File: src/hdl/victim_lfsr.sv
`timescale 1ns/100ps

module victim_lfsr #(
    parameter int WAY_NUM = 4
) (
    input  logic                       clk,
    input  logic                       rst_n,
    output logic [$clog2(WAY_NUM)-1:0] rand_way
);

    logic [7:0] lfsr;

    // x^8 + x^6 + x^5 + x^4 + 1, maximal length
    always_ff @(posedge clk or negedge rst_n) begin
        if (!rst_n) begin
            lfsr <= 8'hA5;
        end else begin
            lfsr <= {lfsr[6:0], lfsr[7] ^ lfsr[5] ^ lfsr[4] ^ lfsr[3]};
        end
    end

    assign rand_way = lfsr[$clog2(WAY_NUM)-1:0];

endmodule

File: config.mk
export PLATFORM = sky130hd
export DESIGN_NAME = victim_lfsr
export DESIGN_NICKNAME = d
export VERILOG_FILES = /design/src/hdl/victim_lfsr.sv
export SDC_FILE = /design/constraint.sdc
export NUM_CORES = 1
export LEC_CHECK = 0
export BUFFER_PORTS_ARGS = -buffer_cell sky130_fd_sc_hd__buf_4
export CORE_AREA = 2 2 39 41
export CTS_CLUSTER_SIZE = 20
export DETAILED_ROUTE_END_ITERATION = 6
export DIE_AREA = 0 0 41 43
export PLACE_DENSITY = 0.46
export SYNTH_ARGS = -nofsm -noshare
export SYNTH_HDL_FRONTEND = slang
export SYNTH_SLANG_ARGS = --single-unit
export TNS_END_PERCENT = 10
File: constraint.sdc
create_clock -name clk -period 2.5 [get_ports clk]
set_input_delay 0.5 -clock clk [delete_from_list [all_inputs] [get_ports clk]]
set_output_delay 0.5 -clock clk [all_outputs]
set_load 0.1 [all_outputs]
### Word level (Yosys, flattened, before mapping)

Index checks and enable logic that the tools add are counted.

| cells by class | value |
|---|---|
| bitwise logic cells | 3 |

Operator list:

| cell | number |
|---|---|
| bitwise XOR 1 bit | 3 |

| storage, ports and cells | value |
|---|---|
| output and inout port bits | 2 |
| word-level logic and storage cells | 4 |
| bits of input ports | 2 |
| register bits | 8 |

### Logic depth before layout (Yosys ltp)

Gate-level depths: netlist of the first run.

| depth | value |
|---|---|
| word-level depth | 3 |
| gate-level depth with buffers | 2 |

### Worst setup path before layout of the first run

OpenSTA, ideal clock, no wires.

| path | value |
|---|---|
| path type | reg2out |
| start point | reg lfsr[0] |
| end point | out rand_way[0] |
| slack | 1.223 ns |
| path buffers | 1 |
| stages on the path, launching flop included | 2 |
| arrival time | 0.777 ns |
| path through | dfstp_2 > buf_4 |

RTL lines:

| element | RTL line | RTL |
|---|---|---|
| start, declared | 11 | `logic [7:0] lfsr;` |
| start signal, assigned | 18 | `lfsr <= {lfsr[6:0], lfsr[7] ^ lfsr[5] ^ lfsr[4] ^ lfsr[3]};` |
| end, declared | 8 | `output logic [$clog2(WAY_NUM)-1:0] rand_way` |

No word-level cell between the ends.

### Final worst setup path of the first run

| path | value |
|---|---|
| start point | reg lfsr[0] |
| end point | out rand_way[0] |

No word-level cell between the ends.

==> results of run 1 <==
-- final timing paths --
| path | start | end | cells after the start |
|---|---|---|---|
| setup / recovery | lfsr[0] | rand_way[0] | 1 |
| hold / removal | rst_n | lfsr[6] | 1 |
| setup reg to reg | lfsr[7] | lfsr[0] | 2 |
| hold reg to reg | lfsr[6] | lfsr[7] | 0 |
| max in group asynchronous | rst_n | lfsr[0] | 1 |
| min in group clk | lfsr[6] | lfsr[7] | 0 |
-- cell usage after synthesis --
master,n
buf_4,2
dfrtp_1,4
dfstp_2,4
xnor2_1,2
xor2_1,1
-- layer usage --
layer / GRT usage, % / wire, µm / vias up
met3: 7.85 / 41 / 2
met4: 2.00 / 4 / 0
li1: - / - / 45
met2: 5.00 / 116 / 6
met1: 6.33 / 164 / 56
met5: 0 / 0 / -
-- cell usage in the layout, fill, tap and decap left out --
cell type,instances
dfstp_2,4
dfrtp_1,4
clkbuf_4,3
buf_4,3
xnor2_1,2
xor2_1,1
-- logic make-up (layout without fill, tap and decap cells) --
| family | Yosys count | after routing | synth area share [%] |
|---|---|---|---|
| XOR/XNOR | 3 | 3 | 10.7 |
| buffers and inverters | 2 | 6 | 6.09 |
| flip-flops | 8 | 8 | 83.3 |
-- power by group --
group | switching (mW) | internal (mW) | total [mW]
Combinational | 0.00223 | 0.00106 | 0.00328
Clock | 0.0420 | 0.0548 | 0.0969
Sequential | 0 | 0.130 | 0.130
Total | 0.0443 | 0.186 | 0.230
-- cell type report --
cell class	instances	area [µm²]	share of cell area (%)
Timing Repair Buffer	3	22.5	7.59
Tap cell	16	20.0	6.75
Sequential cell	8	205	69.2
Clock buffer	3	22.5	7.59
Multi-Input combinational cell	3	26.3	8.86
==> summary.md, run 1 <==
| Metric | Value |
|---|---|
| Outcome | `finished, final reports clean` |
| Largest regs | `lfsr x8` |
| Drt via density | `3.30` |
| Hold-fix buffers at CTS | `0` |
| I/O Pins | `4` |
| Worst slack at placement | `1.21 ns` |
| TNS Setup | `0 ns` |
| Min cycle time layout | `1.55 ns` |
| Routed wire length | `327 µm` |
| Kind of critical path | `reg2out` |
| Total GRT Usage | `5.38%` |
| Power, Total | `230 µW` |
| Internal reg-to-reg setup slack | `1.56 ns` |
| Critical-path maximum fanout | `2` |
| Setup violators final | `0` |
| Number of max-cap violations | `0` |
| Synth area leader | `dfstp_2` |
| DRT iter0 DRCs | `1` |
| Initial antenna violation count | `0` |
| Final period util | `around 62%` |
| Row Count | `14` |
| Final std cells w/o fill | `33` |
| DP Area | `274 µm²` |
| Worst vdd ir | `0.348 mV` |
| Fin area | `~300 µm²` |
| Hold Slack | `a little under 0.05 ns` |
| Share of post-route cells with drive strength above 1 | `58.8%` |
| Number of iterations in the first detailed-routing pass | `2` |
| Max FFs per register | `8` |
| Flip-flop and latch count after synthesis | `8` |
| Clock Skew | `0.00733 ns` |
| CTS H-Tree Depth | `1` |
| Routability congestion estimate | `0.610` |
| First-pass GRT wire length | `524 µm` |
| Worst Hold Class | `in2async` |
| Fillers | `approximately 150` |
| Clock Sinks | `8` |
| Clock Latency Late Sink | `0.25 ns` |
| Startpoint types | `register` |
| CP max stage delay | `between 0.5 and 0.6 ns` |
| CTS tree | `yes` |
| Die Height | `43 µm` |
| Slew Limit Headroom | `81.6%` |
| DRC errors left | `0` |
| Grt ovf | `0` |
| Seq/Total Area, Yosys | `83.2%` |
| Post-route ant nets | `0` |
| Cell variety after synth | `5` |
| Clock slew at reported path FFs | `0.06 ns` |
| Worst-Margin Slew | `between 0.2 and 0.3 ns` |
| Die ar. | `between 1500 and 2000 µm²` |
| Final Core Density | `21.4%` |
| Max Slew Vio Count | `0` |
| Number of global-route vias before repair | `120` |
| RSZ-0062 raised after global routing | `no` |
| Wire length per cell | `9.91 µm` |
| Mean area per synthesized cell | `between 15 and 20 µm²` |
| Post-Synthesis Cells | `13` |
| Largest net degree at the start of global routing | `9` |
| Root Driver | `clkbuf_4` |
| Leakage | `0.139 nW` |
| Area delta synth->final | `20.3%` |
| Fmax | `between 600 and 700 MHz` |
| Yosys top cell area share | `42.6%` |
| Power density cells | `776 nW/µm²` |
| Largest delay share family, worst path | `flip-flops` |
| Min setup slack post-route | `approximately 0.95 ns` |
| Final Hold Viols | `0` |
| Post-CTS sizing | `0` |
| Initial Util | `17.8%` |
| Crit path max-delay cell type | `dfstp_2` |
| Nets | `21` |
| CP Capture Type | `output port` |
| Arr. time, crit path | `approximately 1.1 ns` |
| Dpl cells | `30` |
| Most flop-heavy register | `lfsr` |
| Synthesized cell area | `between 200 and 250 µm²` |
| Setup Fix Bufs, Post-CTS | `0` |
| Crit path buffers/inverters | `1` |
| Max Root-Sink Buffers | `2` |
| Die width | `around 41 µm` |
| Ys Warns | `0` |
| Number of clock buffers inserted by TritonCTS | `3` |
| WP data required | `2.00 ns` |
| Net count after synthesis | `15` |
| Antenna cell count | `0` |
| Vias | `109` |
| Synth area leaders | `dfstp_2 43%, dfrtp_1 41%, xnor2_1 7.1%` |
| Cell Chain, Critical Path | `buf_4` |
| Core area | `1380 µm²` |
| Port buffer count | `3` |
No activity file was read; power rests on OpenSTA's default activity.
==> run 2, diff against run 1 <==
--- a/config.mk
+++ b/config.mk
@@ -10,7 +10,7 @@
 export CTS_CLUSTER_SIZE = 20
 export DETAILED_ROUTE_END_ITERATION = 6
 export DIE_AREA = 0 0 41 43
-export PLACE_DENSITY = 0.46
+export PLACE_DENSITY = 0.47
 export SYNTH_ARGS = -nofsm -noshare
 export SYNTH_HDL_FRONTEND = slang
 export SYNTH_SLANG_ARGS = --single-unit
==> constraint.sdc (replaced) <==
create_clock -name clk -period 1.4 [get_ports clk]
set_input_delay 0.28 -clock clk [delete_from_list [all_inputs] [get_ports clk]]
set_output_delay 0.28 -clock clk [all_outputs]
set_load 0.1 [all_outputs]
==> summary.md, run 2 (same netlist as run 1, synthesis figures left out) <==
| Metric | Value |
|---|---|
| Die width | `41 µm` |
| DRC errors left | `0` |
| Vias | `108` |
| Die Height | `43 µm` |
| Port buffer count | `3` |
| Power, Total | `between 400 and 500 µW` |
| RSZ-0062 raised after global routing | `no` |
| Clk pwr share | `43.6%` |
| Number of global-route vias before repair | `116` |
| Kind of critical path | `reg2out` |
| Hold depth | `0` |
| Share of post-route cells with drive strength above 1 | `52.6%` |
| I/O Pins | `4` |
| Largest delay share family, worst path | `flip-flops` |
| Worst Hold Class | `reg2reg` |
| Number of iterations in the first detailed-routing pass | `2` |
| Core area | `1380 µm²` |
| Switching Share | `19.0%` |
| Crit path buffers/inverters | `1` |
| WHS Endpoint | `lfsr[7]` |
| Worst-Margin Slew | `roughly 0.28 ns` |
| Crit path max-delay cell type | `dfstp_2` |
| First-pass GRT wire length | `between 500 and 600 µm` |
| Hold_sp | `lfsr[6]` |
| Power density cells | `1370 nW/µm²` |
| TNS Setup | `0 ns` |
| Area delta synth->final | `25.9%` |
| Dpl cells | `30` |
| DRT iter0 DRCs | `1` |
| Most flop-heavy register | `lfsr` |
| Routed wire length | `319 µm` |
| Met2 wire length | `129 µm` |
| Max layer used | `met3` |
| Most frequent cells in the layout | `4 x dfstp_2, 4 x dfrtp_1, 3 x clkbuf_4, 3 x buf_4, 2 x xnor2_1` |
| Root Driver | `clkbuf_4` |
| Critical-path maximum fanout | `2` |
| P_sw | `80.8 µW` |
| CTS H-Tree Depth | `1` |
| Fraction of power consumed by combinational cells | `1.9%` |
| Number of clock buffers inserted by TritonCTS | `3` |
| Routability congestion estimate | `between 0.4 and 0.5` |
| Final Hold Viols | `0` |
| Initial Util | `17.8%` |
| Arr. time, crit path | `approximately 1.1 ns` |
| Sequential share of power | `54.5%` |
| Grt ovf | `0` |
| Largest net degree at the start of global routing | `9` |
| Clock Latency Late Sink | `0.25 ns` |
| CP Capture Type | `output port` |
| Worst r2r src | `lfsr[7]` |
| Metal-1 WL | `163 µm` |
| Wire length per cell | `just over 9 µm` |
| Leakage | `0.145 nW` |
| Die ar. | `around 1800 µm²` |
| Worst vdd ir | `0.433 mV` |
| Max Slew Vio Count | `0` |
| Fmax | `745 MHz` |
| Number of max-cap violations | `0` |
| CP max stage delay | `0.53 ns` |
| Min cycle time layout | `1.34 ns` |
| Clock slew at reported path FFs | `0.05 ns` |
| End of the worst register-to-register path | `lfsr[0]` |
| Initial antenna violation count | `0` |
| Internal reg-to-reg setup slack | `0.47 ns` |
| Outcome | `finished, final reports clean` |
| Final period util | `95.9%` |
| Max FFs per register | `8` |
| Met3 WL | `27 µm` |
| Drt via density | `3.09` |
| Largest regs | `lfsr x8` |
| CTS tree | `yes` |
| Hold-fix buffers at CTS | `1` |
| Clock Skew | `0.00286 ns` |
| Total GRT Usage | `6.01%` |
| R2R cell count | `2` |
| Row Count | `14` |
| Antenna cell count | `0` |
| Setup violators final | `0` |
| Post-route ant nets | `0` |
| Setup Fix Bufs, Post-CTS | `0` |
| Final std cells w/o fill | `35` |
| WP data required | `1.12 ns` |
| Clock Sinks | `8` |
| Startpoint types | `register` |
| Pint | `345 µW` |
| Cell Chain, Critical Path | `buf_4` |
| Slew Limit Headroom | `a little over 80%` |
| Post-CTS sizing | `0` |
| Nets | `22` |
| Max Root-Sink Buffers | `2` |
[run 2: cell count changes in the layout (fill, tap and decap cells not counted), sizes merged]
| cell | change |
|---|---|
| clkbuf | +1 |
| dlygate4sd3 | +1 |
[run 2: power by group through the flow]
stage | clock network [mW] | logic (mW) | registers (mW)
after floorplan | 0 | 0.0000000235 | 0.236
after global placement | 0 | 0.00570 | 0.236
after detailed placement | 0 | 0.00615 | 0.236
after CTS | 0.199 | 0.00844 | 0.232
after global routing | 0.218 | 0.00953 | 0.232
final | 0.185 | 0.00802 | 0.232
[run 2: cell type report]
cell class | count | area, µm²
Fill cell | 148 | 1070
Sequential cell | 8 | 205
Timing Repair Buffer | 4 | 32.5
Multi-Input combinational cell | 3 | 26.3
Clock buffer | 4 | 26.3
Tap cell | 16 | 20.0
[run 2: layer usage]
layer	GRT usage [%]	up-vias
li1	-	50
met1	7.43	54
met2	5.00	4
met3	7.85	0
met4	4.00	0
met5	0	-
[run 2: how the worst max path moves through the flow]
stage	startpoint	to	slack, ns	cells past startpoint
after floorplan	lfsr[0]	rand_way[0]	0.34	1
after global placement	lfsr[0]	rand_way[0]	0.33	1
after detailed placement	lfsr[0]	rand_way[0]	0.33	1
after CTS	lfsr[0]	rand_way[0]	0.04	1
after global routing	lfsr[0]	rand_way[0]	0.02	1
final	lfsr[0]	rand_way[0]	0.06	1
[run 2: through the flow]
step	hold slack [ns]	area, µm²	util, %	setup slack [ns]
after CTS	0.364	310	22.4	0.0385
after detailed placement	0.0994	274	19.8	0.330
final	0.359	310	22.4	0.0578
after global placement	0.0947	274	19.8	0.330
after global routing	0.370	310	22.4	0.0187
after floorplan	-0.0156	246	-	0.343
