### config.mk
export PLATFORM = sky130hd
export DESIGN_NAME = dcache_ctrl
export DESIGN_NICKNAME = d
export VERILOG_FILES = /design/src/hdl/dcache_pkg.sv /design/src/hdl/dcache_ctrl.sv
export SDC_FILE = /design/constraint.sdc
export NUM_CORES = 1
export LEC_CHECK = 0
export ABC_AREA = 0
export BUFFER_PORTS_ARGS = -buffer_cell sky130_fd_sc_hd__buf_2
export CAP_MARGIN = 20
export CORE_AREA = 3 3 385 387
export DETAILED_ROUTE_END_ITERATION = 16
export DIE_AREA = 0 0 388 390
export GPL_ROUTABILITY_DRIVEN = 0
export PLACE_DENSITY_LB_ADDON = 0.25
export RECOVER_POWER = 50
export REMOVE_ABC_BUFFERS = 1
export SETUP_SLACK_MARGIN = 0.05
export SLEW_MARGIN = 10
export SYNTH_ARGS = -nofsm -noshare
export SYNTH_HDL_FRONTEND = slang
export SYNTH_SLANG_ARGS = --single-unit
### constraint.sdc
create_clock -name clk -period 16.4 [get_ports clk]
set_clock_uncertainty 0.05 [all_clocks]
set_input_delay 3.28 -clock clk [delete_from_list [all_inputs] [get_ports clk]]
set_output_delay 3.28 -clock clk [all_outputs]
set_load 0.03 [all_outputs]
### src/hdl/dcache_pkg.sv
package dcache_pkg;

    // address split: tag | set | word offset | byte
    localparam int ADDR_BITS   = 32;
    localparam int WORD_BITS   = 32;
    localparam int LINE_WORDS  = 4;
    localparam int LINE_BITS   = LINE_WORDS * WORD_BITS;
    localparam int SET_BITS    = 6;
    localparam int SET_NUM     = 1 << SET_BITS;
    localparam int OFFSET_BITS = 2;
    localparam int TAG_BITS    = ADDR_BITS - SET_BITS - OFFSET_BITS - 2;

    typedef logic [WORD_BITS-1:0] word_t;

    // whole line for array writes, word view for select and merge
    typedef union packed {
        logic [LINE_BITS-1:0]         flat;
        word_t [LINE_WORDS-1:0]       words;
    } line_t;

endpackage
### src/hdl/dcache_ctrl.sv
`timescale 1ns/100ps

module dcache_ctrl
    import dcache_pkg::*;
#(
    parameter int WAY_NUM = 4
) (
    input  logic                       clk,
    input  logic                       rst_n,
    input  logic                       req_valid,
    output logic                       req_ready,
    input  logic                       req_write,
    input  logic [ADDR_BITS-1:0]       req_addr,
    input  word_t                      req_wdata,
    input  logic [3:0]                 req_wstrb,
    output logic                       resp_valid,
    input  logic                       resp_ready,
    output word_t                      resp_rdata,
    output logic                       mem_valid,
    input  logic                       mem_ready,
    output logic                       mem_write,
    output logic [ADDR_BITS-1:0]       mem_addr,
    output word_t                      mem_wdata,
    input  logic                       mem_rvalid,
    input  word_t                      mem_rdata,
    input  logic [$clog2(WAY_NUM)-1:0] rand_way,
    output logic [WAY_NUM-1:0]         way_en,
    output logic                       way_we,
    output logic [SET_BITS-1:0]        way_set,
    output line_t                      way_wline,
    output logic [TAG_BITS-1:0]        way_wtag,
    output logic                       way_wdirty,
    input  logic [WAY_NUM-1:0]         way_valid,
    input  logic [WAY_NUM-1:0]         way_dirty,
    input  logic [TAG_BITS-1:0]        way_tag [WAY_NUM],
    input  line_t                      way_rline [WAY_NUM]
);

    localparam int WAY_BITS = $clog2(WAY_NUM);

    localparam logic [2:0] S_IDLE = 3'd0;
    localparam logic [2:0] S_CMP  = 3'd1;
    localparam logic [2:0] S_WB   = 3'd2;
    localparam logic [2:0] S_FILL = 3'd3;
    localparam logic [2:0] S_RESP = 3'd4;

    logic [2:0]             state;
    logic [TAG_BITS-1:0]    tag_q;
    logic [SET_BITS-1:0]    set_q;
    logic [OFFSET_BITS-1:0] off_q;
    logic                   write_q;
    word_t                  wdata_q;
    logic [3:0]             wstrb_q;
    logic [OFFSET_BITS-1:0] beat;
    logic [WAY_BITS-1:0]    victim_q;
    logic [TAG_BITS-1:0]    vtag_q;
    line_t                  vline_q;
    line_t                  fill_q;
    word_t                  rdata_q;

    logic [WAY_NUM-1:0]     hit;
    logic [WAY_BITS-1:0]    hit_idx;
    logic [WAY_BITS-1:0]    free_idx;
    logic                   any_free;
    logic [WAY_BITS-1:0]    pick;
    logic                   pick_dirty;
    logic                   is_hit;
    logic                   accept;
    logic                   mem_fire;
    logic                   last_beat;
    logic                   fill_done;
    line_t                  fill_next;
    line_t                  base_line;
    line_t                  merged;

    assign accept    = req_valid && req_ready;
    assign mem_fire  = mem_valid && mem_ready;
    assign last_beat = (beat == OFFSET_BITS'(LINE_WORDS - 1));
    assign fill_done = (state == S_FILL) && mem_rvalid && last_beat;
    assign is_hit    = |hit;

    // tag match, lowest invalid way as the free candidate
    always_comb begin
        hit      = '0;
        hit_idx  = '0;
        free_idx = '0;
        any_free = 1'b0;
        for (int w = WAY_NUM - 1; w >= 0; w--) begin
            hit[w] = way_valid[w] && (way_tag[w] == tag_q);
            if (hit[w]) begin
                hit_idx = WAY_BITS'(w);
            end
            if (!way_valid[w]) begin
                any_free = 1'b1;
                free_idx = WAY_BITS'(w);
            end
        end
    end

    assign pick       = any_free ? free_idx : rand_way;
    assign pick_dirty = way_valid[pick] && way_dirty[pick];

    always_comb begin
        fill_next             = fill_q;
        fill_next.words[beat] = mem_rdata;
    end

    assign base_line = (state == S_CMP) ? way_rline[hit_idx] : fill_next;

    // strobed byte merge, a no-op for reads
    always_comb begin
        merged = base_line;
        for (int b = 0; b < 4; b++) begin
            if (write_q && wstrb_q[b]) begin
                merged.words[off_q][8*b +: 8] = wdata_q[8*b +: 8];
            end
        end
    end

    assign way_set    = set_q;
    assign way_wtag   = tag_q;
    assign way_wdirty = write_q;
    assign way_wline  = merged;
    assign way_we     = ((state == S_CMP) && is_hit && write_q) || fill_done;
    assign way_en     = (state == S_CMP) ? hit : WAY_NUM'(1) << victim_q;

    assign mem_write  = (state == S_WB);
    assign mem_addr   = {(state == S_WB) ? vtag_q : tag_q, set_q, beat, 2'b00};
    assign mem_wdata  = vline_q.words[beat];
    assign resp_rdata = rdata_q;

    always_ff @(posedge clk or negedge rst_n) begin
        if (!rst_n) begin
            state      <= S_IDLE;
            req_ready  <= 1'b1;
            resp_valid <= 1'b0;
            mem_valid  <= 1'b0;
            beat       <= '0;
        end else begin
            case (state)
                S_IDLE: begin
                    // second idle cycle lets the ways read the set
                    if (accept) begin
                        req_ready <= 1'b0;
                    end else if (!req_ready) begin
                        state <= S_CMP;
                    end
                end
                S_CMP: begin
                    beat <= '0;
                    if (is_hit) begin
                        state      <= S_RESP;
                        resp_valid <= 1'b1;
                    end else begin
                        mem_valid <= 1'b1;
                        state     <= pick_dirty ? S_WB : S_FILL;
                    end
                end
                S_WB: begin
                    // beat wraps to zero for the first refill read
                    if (mem_fire) begin
                        beat <= beat + 1'b1;
                        if (last_beat) begin
                            state <= S_FILL;
                        end
                    end
                end
                S_FILL: begin
                    if (mem_fire) begin
                        mem_valid <= 1'b0;
                    end
                    if (mem_rvalid) begin
                        beat <= beat + 1'b1;
                        if (last_beat) begin
                            state      <= S_RESP;
                            resp_valid <= 1'b1;
                        end else begin
                            mem_valid <= 1'b1;
                        end
                    end
                end
                S_RESP: begin
                    if (resp_ready) begin
                        resp_valid <= 1'b0;
                        req_ready  <= 1'b1;
                        state      <= S_IDLE;
                    end
                end
                default: begin
                    state <= S_IDLE;
                end
            endcase
        end
    end

    always_ff @(posedge clk) begin
        if (accept) begin
            {tag_q, set_q, off_q} <= req_addr[ADDR_BITS-1:2];
            write_q               <= req_write;
            wdata_q               <= req_wdata;
            wstrb_q               <= req_wstrb;
        end
        if ((state == S_CMP) && !is_hit) begin
            victim_q <= pick;
            vtag_q   <= way_tag[pick];
            vline_q  <= way_rline[pick];
        end
        if ((state == S_FILL) && mem_rvalid) begin
            fill_q.words[beat] <= mem_rdata;
        end
        if (((state == S_CMP) && is_hit) || fill_done) begin
            rdata_q <= merged.words[off_q];
        end
    end

endmodule

---- Yosys cells after proc, flatten, opt, wreduce, memory -nomap -nowiden ----
Cells that the tools add are included.
storage, ports and cells
  output and inout port bits .............. 262
  bits in registers ....................... 387
  input bits .............................. 717
  word-level logic and storage cells ...... 156
operators by class
  reduce and logical (&&, ||, !) cells .... 32
  shift-type cells ........................ 1
  add/subtract/negate cells ............... 1
  order comparisons ....................... 7
  bitwise logic cells ..................... 2
  equality and inequality tests ........... 19
  muxes and demuxes ....................... 78
operator list
  kind                                                      count
  two-way mux 128 bit                                       9
  bitwise mux 128 bit                                       5
  binary-select mux 128 bit (select 2 bit)                  2
  demux 32 bit (select 2 bit)                               5
  binary-select mux 32 bit (select 2 bit)                   2
  two-way mux 32 bit                                        4
  equality test 22 bit                                      4
  two-way mux 22 bit                                        3
  binary-select mux 22 bit (select 2 bit)                   1
  two-way mux 24 bit                                        1
  two-way mux 3 bit                                         8
  two-way mux 2 bit                                         11
  logical AND 1 bit                                         18
  two-way mux 1 bit                                         17
  two-way mux 16 bit                                        1
  != test 2 bit, second input constant                      8
  case mux 3 bit (5 select lines)                           1
  < comparator 2 x 3 -> 1 bit, second input constant        3
  two-way mux 8 bit                                         1
  AND reduction 7 bit                                       1
  equality test 3 x 2 -> 1 bit, second input constant       2
  greater-or-equal comparator 3 bit, second input constant  2
  NOT 2 -> 3 bit                                            2
  case mux 2 bit (3 select lines)                           1
  other kinds (20)                                          28

---- Longest topological paths before layout ----
Gate-level depths: netlist of the first run.
  depth in word-level cells ............... 21
  gate-level depth with buffers ........... 12
  depth with buffers taken out ............ 8

---- Worst setup path before layout of the first run ----
Ideal clock, no wire load.
  kind .................................... in2reg
  start point ............................. input way_tag[26] (netlist name)
  end point ............................... register state[0]
  cell stages on the path ................. 9
  setup slack ............................. 0.151 ns
  required time ........................... 16.228 ns
  setup time .............................. 0.122 ns
  path buffers ............................ 2
  arrival ................................. 16.077 ns
  path through ............................ xor2_1 or3_1 or4_1 buf_2 buf_2 o22ai_1 nor3_1 o21ai_0 a311oi_1
between the ends
  word-level cells in the longest chain between the ends .. 5
ends and longest elaborated chain
  element                          line                RTL
  from (decl)                      dcache_ctrl.sv:35   input logic [TAG_BITS-1:0] way_tag [WAY_NUM],
  equality test 22 bit             dcache_ctrl.sv:89   hit[w] = way_valid[w] && (way_tag[w] == tag_q);
  logical AND 1 bit                dcache_ctrl.sv:89
  OR reduction 4 bit               dcache_ctrl.sv:80   assign is_hit = |hit;
  two-way mux 3 bit                dcache_ctrl.sv:151  if (is_hit) begin
  case mux 3 bit (5 select lines)  dcache_ctrl.sv:140  case (state)
  to (signal assigned)             dcache_ctrl.sv:156  state <= pick_dirty ? S_WB : S_FILL;
  to (decl)                        dcache_ctrl.sv:47   logic [2:0] state;
No other way between the ends.
A chain may end at the register's enable or synchronous reset.

==> results.cfg, run 1 <==
[clock_tree]
cts_tree = yes
clock-sinks = 387
cts_resized = 0
clockRootBuffer = clkbuf_16
numCtsBuffers = 53
hold_buffers = 0
htree_levels = 2
cts_buffer_depth = 3
clkSlewWorstSetupHoldPaths_ns = 0.06
cts_setup_buffers = 0
clkLatencyLatePin_ns = 0.65

[logic_synthesis]
ys.flop_type = edfxtp_1
synth_top_area_share_pct = 42.4
syn_area_per_cell_um2 = 11.6
ys_warn_count = 0
yosysMostFrequentCell = edfxtp_1
ys_ff_latch = 387
netlist.top_cell.by_area = edfxtp_1
synthCells = 2321
synth_edf_count = 379
synth_area_um2 = 26800
synth.area.top_cells = edfxtp_1 42%, mux4_2 15%, mux2_2 6.4%, nand2_1 2.7%, nor3_1 2.4%
async_flop_share_pct = 2.07
synthTopCellsByCount = 379 x edfxtp_1, 190 x nand2_1, 182 x mux4_2
ys_types = 69
synth_seq_area_share_pct = 43.2

[floorplanning]
ios = 979
die-area_um2 = 151000
initial_utilization_pct = 18.5
die_y_um = 390
std_cell_rows = 140
dieWidth_um = 388
core_um2 = 145000

[timing]
relSlewSlack_pct = -191
fmax_ghz = 0.0855
post-route-min-period_ns = 11.69
worst_pin_slew_ns = 4.37
setup-violations-final = 0
final.period_utilization_pct = 71.3
final_max_slew_viol_count = 495
fin_tns_setup_ns = 0
hold_viol = 0
rsz0062_at_grt = no

[drt]
wire_per_inst_um = 32.0
drc_errors = 0
drtIter0Drc = 1991
routed_wl_um = 166000
viasPerCell = 5.09
drtPass1Iterations = 5
final_antenna_net_count = 0
num_vias = 26438

[power_and_ir_drop]
total_power_w = 0.00517
power_density_nw_per_um2 = 146
p_leak_nw = 13.1
ir_worst_vdd_v = 0.0000903

[worst_setup_path]
critPathCaptureType = primary output
r2r-start = beat[0]
r2r.worst_path.cells = 7
critPathCapture = way_wline[114]
path_depth = 8
cp_slowest_cell = ha_1
max_stage_delay_ns = 2.54
cp.arrival_ns = 8.36
crit_type = flip-flop to primary output
startpoint = beat[0]
critPathMaxFanout = 36
r2r_slack_ns = 7.96
r2r_end = resp_rdata[24]
cp-start-kind = flip-flop
critPathMostFrequentCell = a21oi_1
path_cells = clkbuf_1, ha_1, mux2_2, a21oi_1, nor2_1, a21oi_1, inv_1, buf_2
worst-path-buf-inv = 3
cp_top_family = adder cells
required_ns = 13.07

[global_route]
grt_usage_pct = 20.9
antenna_found_initial = 60
grt_first_pass_wirelength_um = 223000
gr-usage-met2_pct = 35.1
grt_use_met3_pct = 5.30
grt_use_met1_pct = 26.6
grt_pass1_vias = 26796
busiest_layer = met2
grt_max_degree = 59
grt_remaining_overflow = 0

[finish]
seqCellArea_um2 = 11600
final_nets = 3928
multiInputGateArea_um2 = 14200
fill_cells = 15777
synthToLayoutAreaGrowth_pct = 32.3
post-route-util_pct = 24.5
drive_gt1_share_pct = 42.5
fin_area_um2 = 35500

[outcome]
violations = max-capacitance violations, max-slew violations
status = finished with violations

[placement]
dpl_cell_area_um2 = 34000
port_buffers = 974
dp_hpwl_um = 125000

[run]
max_cap_violations = 14

[worst_hold_path]
hp-class = flip-flop to flip-flop
cell type report:
| class | instances | area share (%) |
|---|---|---|
| antenna | 30 | 0.211 |
| clock buffer | 65 | 3.86 |
| clock inverter | 31 | 0.740 |
| inverter | 80 | 0.846 |
| multi-input combinational | 1630 | 39.9 |
| sequential | 387 | 32.6 |
| tap | 1917 | 6.75 |
| timing repair buffer | 1055 | 15.1 |
routing by layer:
| layer | routed length, um | part of all wire, % |
|---|---|---|
| met5 | 245 | 0.15 |
| met4 | 4780 | 2.9 |
| met3 | 13800 | 8.3 |
| met2 | 79600 | 48 |
| met1 | 67800 | 41 |
stage by stage:
| stage | std cells | hold slack, ns | setup WS [ns] |
|---|---|---|---|
| 5_1_grt | 5182 | 0.521 | 4.02 |
| 3_3_place_gp | 5067 | 0.447 | 5.74 |
| 4_1_cts | 5164 | 0.457 | 5.74 |
| 3_5_place_dp | 5068 | 0.440 | 5.77 |
| 6_report | 5195 | 0.449 | 4.71 |
| 2_1_floorplan | 2097 | 0.470 | -0.576 |
cell families (layout without fill, tap and decap cells):
| kind of cell | Yosys count | in the layout | share of synthesized area (%) |
|---|---|---|---|
| compound gates | 665 | 665 | 17.7 |
| simple gates | 533 | 533 | 9.61 |
| flops | 387 | 387 | 43.2 |
| mux | 334 | 334 | 21.7 |
| buf+inv | 305 | 1231 | 4.65 |
| xor+xnor | 92 | 92 | 3.00 |
| fa+ha+maj | 4 | 4 | 0.187 |
| other cells | 1 | 32 | 0.0140 |
worst reg2reg max path: cells and delay by family, from the launching register on:
family,cells,cell delay [ns]
adders and majority gates,1,2.55
and+or+nand+nor,3,0.74
DFF,1,1.70
buffers and inverters,3,2.95
cell usage in the layout, fill, tap and decap left out, types with 11 or more instances in the layout:
cell	Yosys	routed
o21ai_0	123	123
mux4_2	182	182
nor4_1	15	15
inv_1	79	78
a22oi_1	43	43
mux2_2	152	71
nor2_2	0	11
nand2_1	190	184
nor3_1	128	126
buf_2	13	886
or3_1	31	31
clkbuf_1	158	106
a221oi_1	36	36
a21oi_1	94	94
edfxtp_1	379	379
xnor2_1	40	40
or2_2	28	28
o221ai_1	56	56
a221o_1	29	29
o221a_1	21	21
nand4_1	19	19
mux2_1	0	81
nor2_1	64	53
a31oi_1	58	54
o22ai_1	67	67
diode_2	0	30
o21a_1	59	59
a22o_1	24	24
nand3_1	22	22
xor2_1	52	52
buf_4	9	75
clkbuf_16	0	53
sequential cells by signal, summed over array words and instances, names as in the netlist, 2 cells and up:
name and cells:
state 3, way_set 6, wstrb_q 4, vtag_q 22, vline_q 128, off_q 2, victim_q 2, wdata_q 32
way_wtag 22, fill_q 128, resp_rdata 32, beat 2
how the worst min path moves through the flow:
stage / start / endpoint / slack [ns] / cells past startpoint
final: resp_valid / resp_valid / 0.45 / 2
after global routing: fill_q[116] / fill_q[116] / 0.52 / 1
after CTS: resp_valid / resp_valid / 0.46 / 2
after detailed placement: resp_valid / resp_valid / 0.44 / 2
after global placement: resp_valid / resp_valid / 0.45 / 2
after floorplan: state[2] / state[1] / 0.47 / 1
power by group:
| group | total (W) | internal [W] | switching [W] |
|---|---|---|---|
| clock | 0.00114 | 0.000640 | 0.000497 |
| combinational | 0.00256 | 0.000836 | 0.00173 |
| sequential | 0.00147 | 0.00138 | 0.0000890 |
| total | 0.00517 | 0.00286 | 0.00231 |
(Power assumes the default switching activity.)
==> inputs of run 2 (changes only) <==
--- a/config.mk
+++ b/config.mk
@@ -5,12 +5,12 @@
 export SDC_FILE = /design/constraint.sdc
 export NUM_CORES = 1
 export LEC_CHECK = 0
-export ABC_AREA = 0
+export ABC_AREA = 1
 export BUFFER_PORTS_ARGS = -buffer_cell sky130_fd_sc_hd__buf_2
 export CAP_MARGIN = 20
-export CORE_AREA = 3 3 385 387
+export CORE_AREA = 3 3 380 382
 export DETAILED_ROUTE_END_ITERATION = 16
-export DIE_AREA = 0 0 388 390
+export DIE_AREA = 0 0 383 385
 export GPL_ROUTABILITY_DRIVEN = 0
 export PLACE_DENSITY_LB_ADDON = 0.25
 export RECOVER_POWER = 50
==> constraint.sdc (replaced) <==
create_clock -name clk -period 10.1 [get_ports clk]
set_clock_uncertainty 0.05 [all_clocks]
set_input_delay 2.02 -clock clk [delete_from_list [all_inputs] [get_ports clk]]
set_output_delay 2.02 -clock clk [all_outputs]
set_load 0.03 [all_outputs]
==> run 2 against run 1 <==
  * The run still ends with max-capacitance violations, max-slew violations left
  * Sequential cell count unchanged
  * Core utilization increased by 3.6 points
  * Register-to-register slack got worse by 5.3 ns
  * First-iteration DRC count increased by 45%
  * Power decreased by 11%
  * Critical endpoint is now way_wline[87]
  * Largest power group is now clock
  * Highest routed layer unchanged
==> results.cfg, run 2 <==
[outcome]
status = finished with violations
violations = max-capacitance violations, max-slew violations

[clock_tree]
cts_resized = 0
clkSlewWorstSetupHoldPaths_ns = 0.06
hold_buffers = 0
cts_tree = yes
cts_setup_buffers = 0
numCtsBuffers = 54
htree_levels = 2
clkLatencyLatePin_ns = 0.65
clock-sinks = 387
clockRootBuffer = clkbuf_16
cts_buffer_depth = 3

[logic_synthesis]
synth.area.top_cells = edfxtp_1 36%, nand2_1 14%, nand3_1 10%, inv_1 7.8%, o21ai_0 6.6%
synth_edf_count = 379
syn_area_per_cell_um2 = 6.76
synth_top_area_share_pct = 36.4
yosysMostFrequentCell = nand2_1
ys_types = 38
synthCells = 4628
synth_area_um2 = 31300
async_flop_share_pct = 2.07
netlist.top_cell.by_area = edfxtp_1
synth_seq_area_share_pct = 37.0
synthTopCellsByCount = 1139 x nand2_1, 647 x inv_1, 630 x nand3_1
ys_warn_count = 0
ys.flop_type = edfxtp_1
ys_ff_latch = 387

[finish]
synthToLayoutAreaGrowth_pct = 26.7
final_nets = 6131
final_cell_mix = 1138 x nand2_1, 891 x buf_2, 640 x inv_1
fill_cells = 15897
fin_area_um2 = 39600
drive_gt1_share_pct = 21.0
final_common_cell = nand2_1

[floorplanning]
ios = 979
std_cell_rows = 138
dieWidth_um = 383
die_y_um = 385
core_um2 = 141000
initial_utilization_pct = 22.1
die-area_um2 = 147000

[power_and_ir_drop]
p_leak_nw = 18.6
power_density_nw_per_um2 = 116
total_power_w = 0.00459
ir_worst_vdd_v = 0.000124

[worst_setup_path]
r2r_end = vline_q[35]
r2r.worst_path.cells = 11
critPathCapture = way_wline[87]
r2r-start = way_wtag[11]
startpoint = beat[1]
max_stage_delay_ns = 1.84
cp_slowest_cell = clkbuf_1
crit_type = flip-flop to primary output
path_cells = clkbuf_1, ha_1, buf_4, mux2_1, a21oi_1, a21boi_0, buf_2
critPathMaxFanout = 21
required_ns = 8.03
cp-start-kind = flip-flop
cp.arrival_ns = 6.57
r2r_slack_ns = 2.66
critPathCaptureType = primary output

[drt]
num_vias = 35652
final_antenna_net_count = 0
drtIter0Drc = 2885
drc_errors = 0
drtPass1Iterations = 6
viasPerCell = 4.83
routed_wl_um = 173000
wire_per_inst_um = 23.5

[timing]
rsz0062_at_grt = no
final_max_slew_viol_count = 428
hold_viol = 0
post-route-min-period_ns = 8.64
worst_pin_slew_ns = 3.89
final.period_utilization_pct = 85.5
fmax_ghz = 0.116
relSlewSlack_pct = -161
setup-violations-final = 0

[global_route]
grt_max_degree = 146
grt_remaining_overflow = 0
grt_pass1_vias = 33180
grt_first_pass_wirelength_um = 241000
grt_usage_pct = 22.4
antenna_found_initial = 60

[run]
max_cap_violations = 11

[worst_hold_path]
hp-class = flip-flop to flip-flop

[placement]
dp_hpwl_um = 128000
dpl_cell_area_um2 = 37900
port_buffers = 974
==> run 2: changes by cell type after synthesis, sizes merged, moves of 128 or more <==
cell and delta:
a21boi +128, nand2 +952, nand3 +609, nor2 +269, inv +589, a21oi +237
mux4 -182, o21ai +290
==> run 2: worst max-delay path: cells and delay by family (launching register included) <==
kind,cells,cell delay (ns)
buffers and inverters,3,2.77
AOI/OAI and AO/OA,2,0.74
muxes,1,0.25
adders and majority gates,1,1.04
DFF,1,1.06
==> run 2: final cells by class <==
cell class              instances  area, um2  area share [%]
diodes                         44        110           0.278
clock buffers                  72       1520            3.84
clock inverters                29        323           0.814
inverters                     671       2540            6.41
multi-input cells            3251      15900            40.0
flip-flops and latches        387      11600            29.2
well taps                    1890       2360            5.97
repair buffers               1045       5330            13.4
==> run 2: power by group <==
| group | switching, W | total, W | internal [W] | leakage [nW] |
|---|---|---|---|---|
| Combinational | 0.000481 | 0.000739 | 0.000257 | 14.2 |
| Clock | 0.000828 | 0.00206 | 0.00123 | 0.905 |
| Sequential | 0.0000132 | 0.00180 | 0.00178 | 3.52 |
| Total | 0.00132 | 0.00459 | 0.00327 | 18.6 |
==> run 2: logic make-up (layout without fill, tap and decap cells) <==
logic type | after synthesis | in the layout | synth area share [%]
flip-flops | 387 | 387 | 37.0
AO/OA/AOI/OAI | 973 | 973 | 17.0
AND/OR/NAND/NOR | 2150 | 2150 | 28.9
adder cells (fa/ha/maj) | 4 | 4 | 0.160
XOR/XNOR | 26 | 26 | 0.728
buffers and inverters | 991 | 1817 | 12.7
multiplexers | 96 | 96 | 3.46
other | 1 | 46 | 0.0120
==> run 2: metrics by stage <==
stage          std cells  setup WS (ns)  hold slack (ns)  util, %  TNS [ns]
2_1_floorplan       4309          -4.72            0.459        -  -1192.25
6_report            7389           1.46            0.459     28.0         0
3_5_place_dp        7244           2.02            0.444     26.8         0
5_1_grt             7364           1.06            0.504     28.0         0
3_3_place_gp        7244           2.04            0.442     26.8         0
4_1_cts             7345           2.01            0.460     28.1         0
==> run 2: how the worst min path moves through the flow <==
stage,cells past startpoint,from,endpoint
final,2,resp_valid,resp_valid
after global routing,2,fill_q[118],fill_q[118]
after CTS,2,resp_valid,resp_valid
after detailed placement,2,resp_valid,resp_valid
after global placement,2,resp_valid,resp_valid
after floorplan,2,fill_q[100],fill_q[100]
==> run 2: per-layer routing <==
metal,wire length (um),vias up,global-route usage (%),share of wire (%)
met5,170,-,0,0.098
met2,81000,1641,37.1,47
met4,5740,24,7.35,3.3
met3,15500,275,5.57,8.9
met1,71000,16817,28.5,41
li1,-,16895,-,-
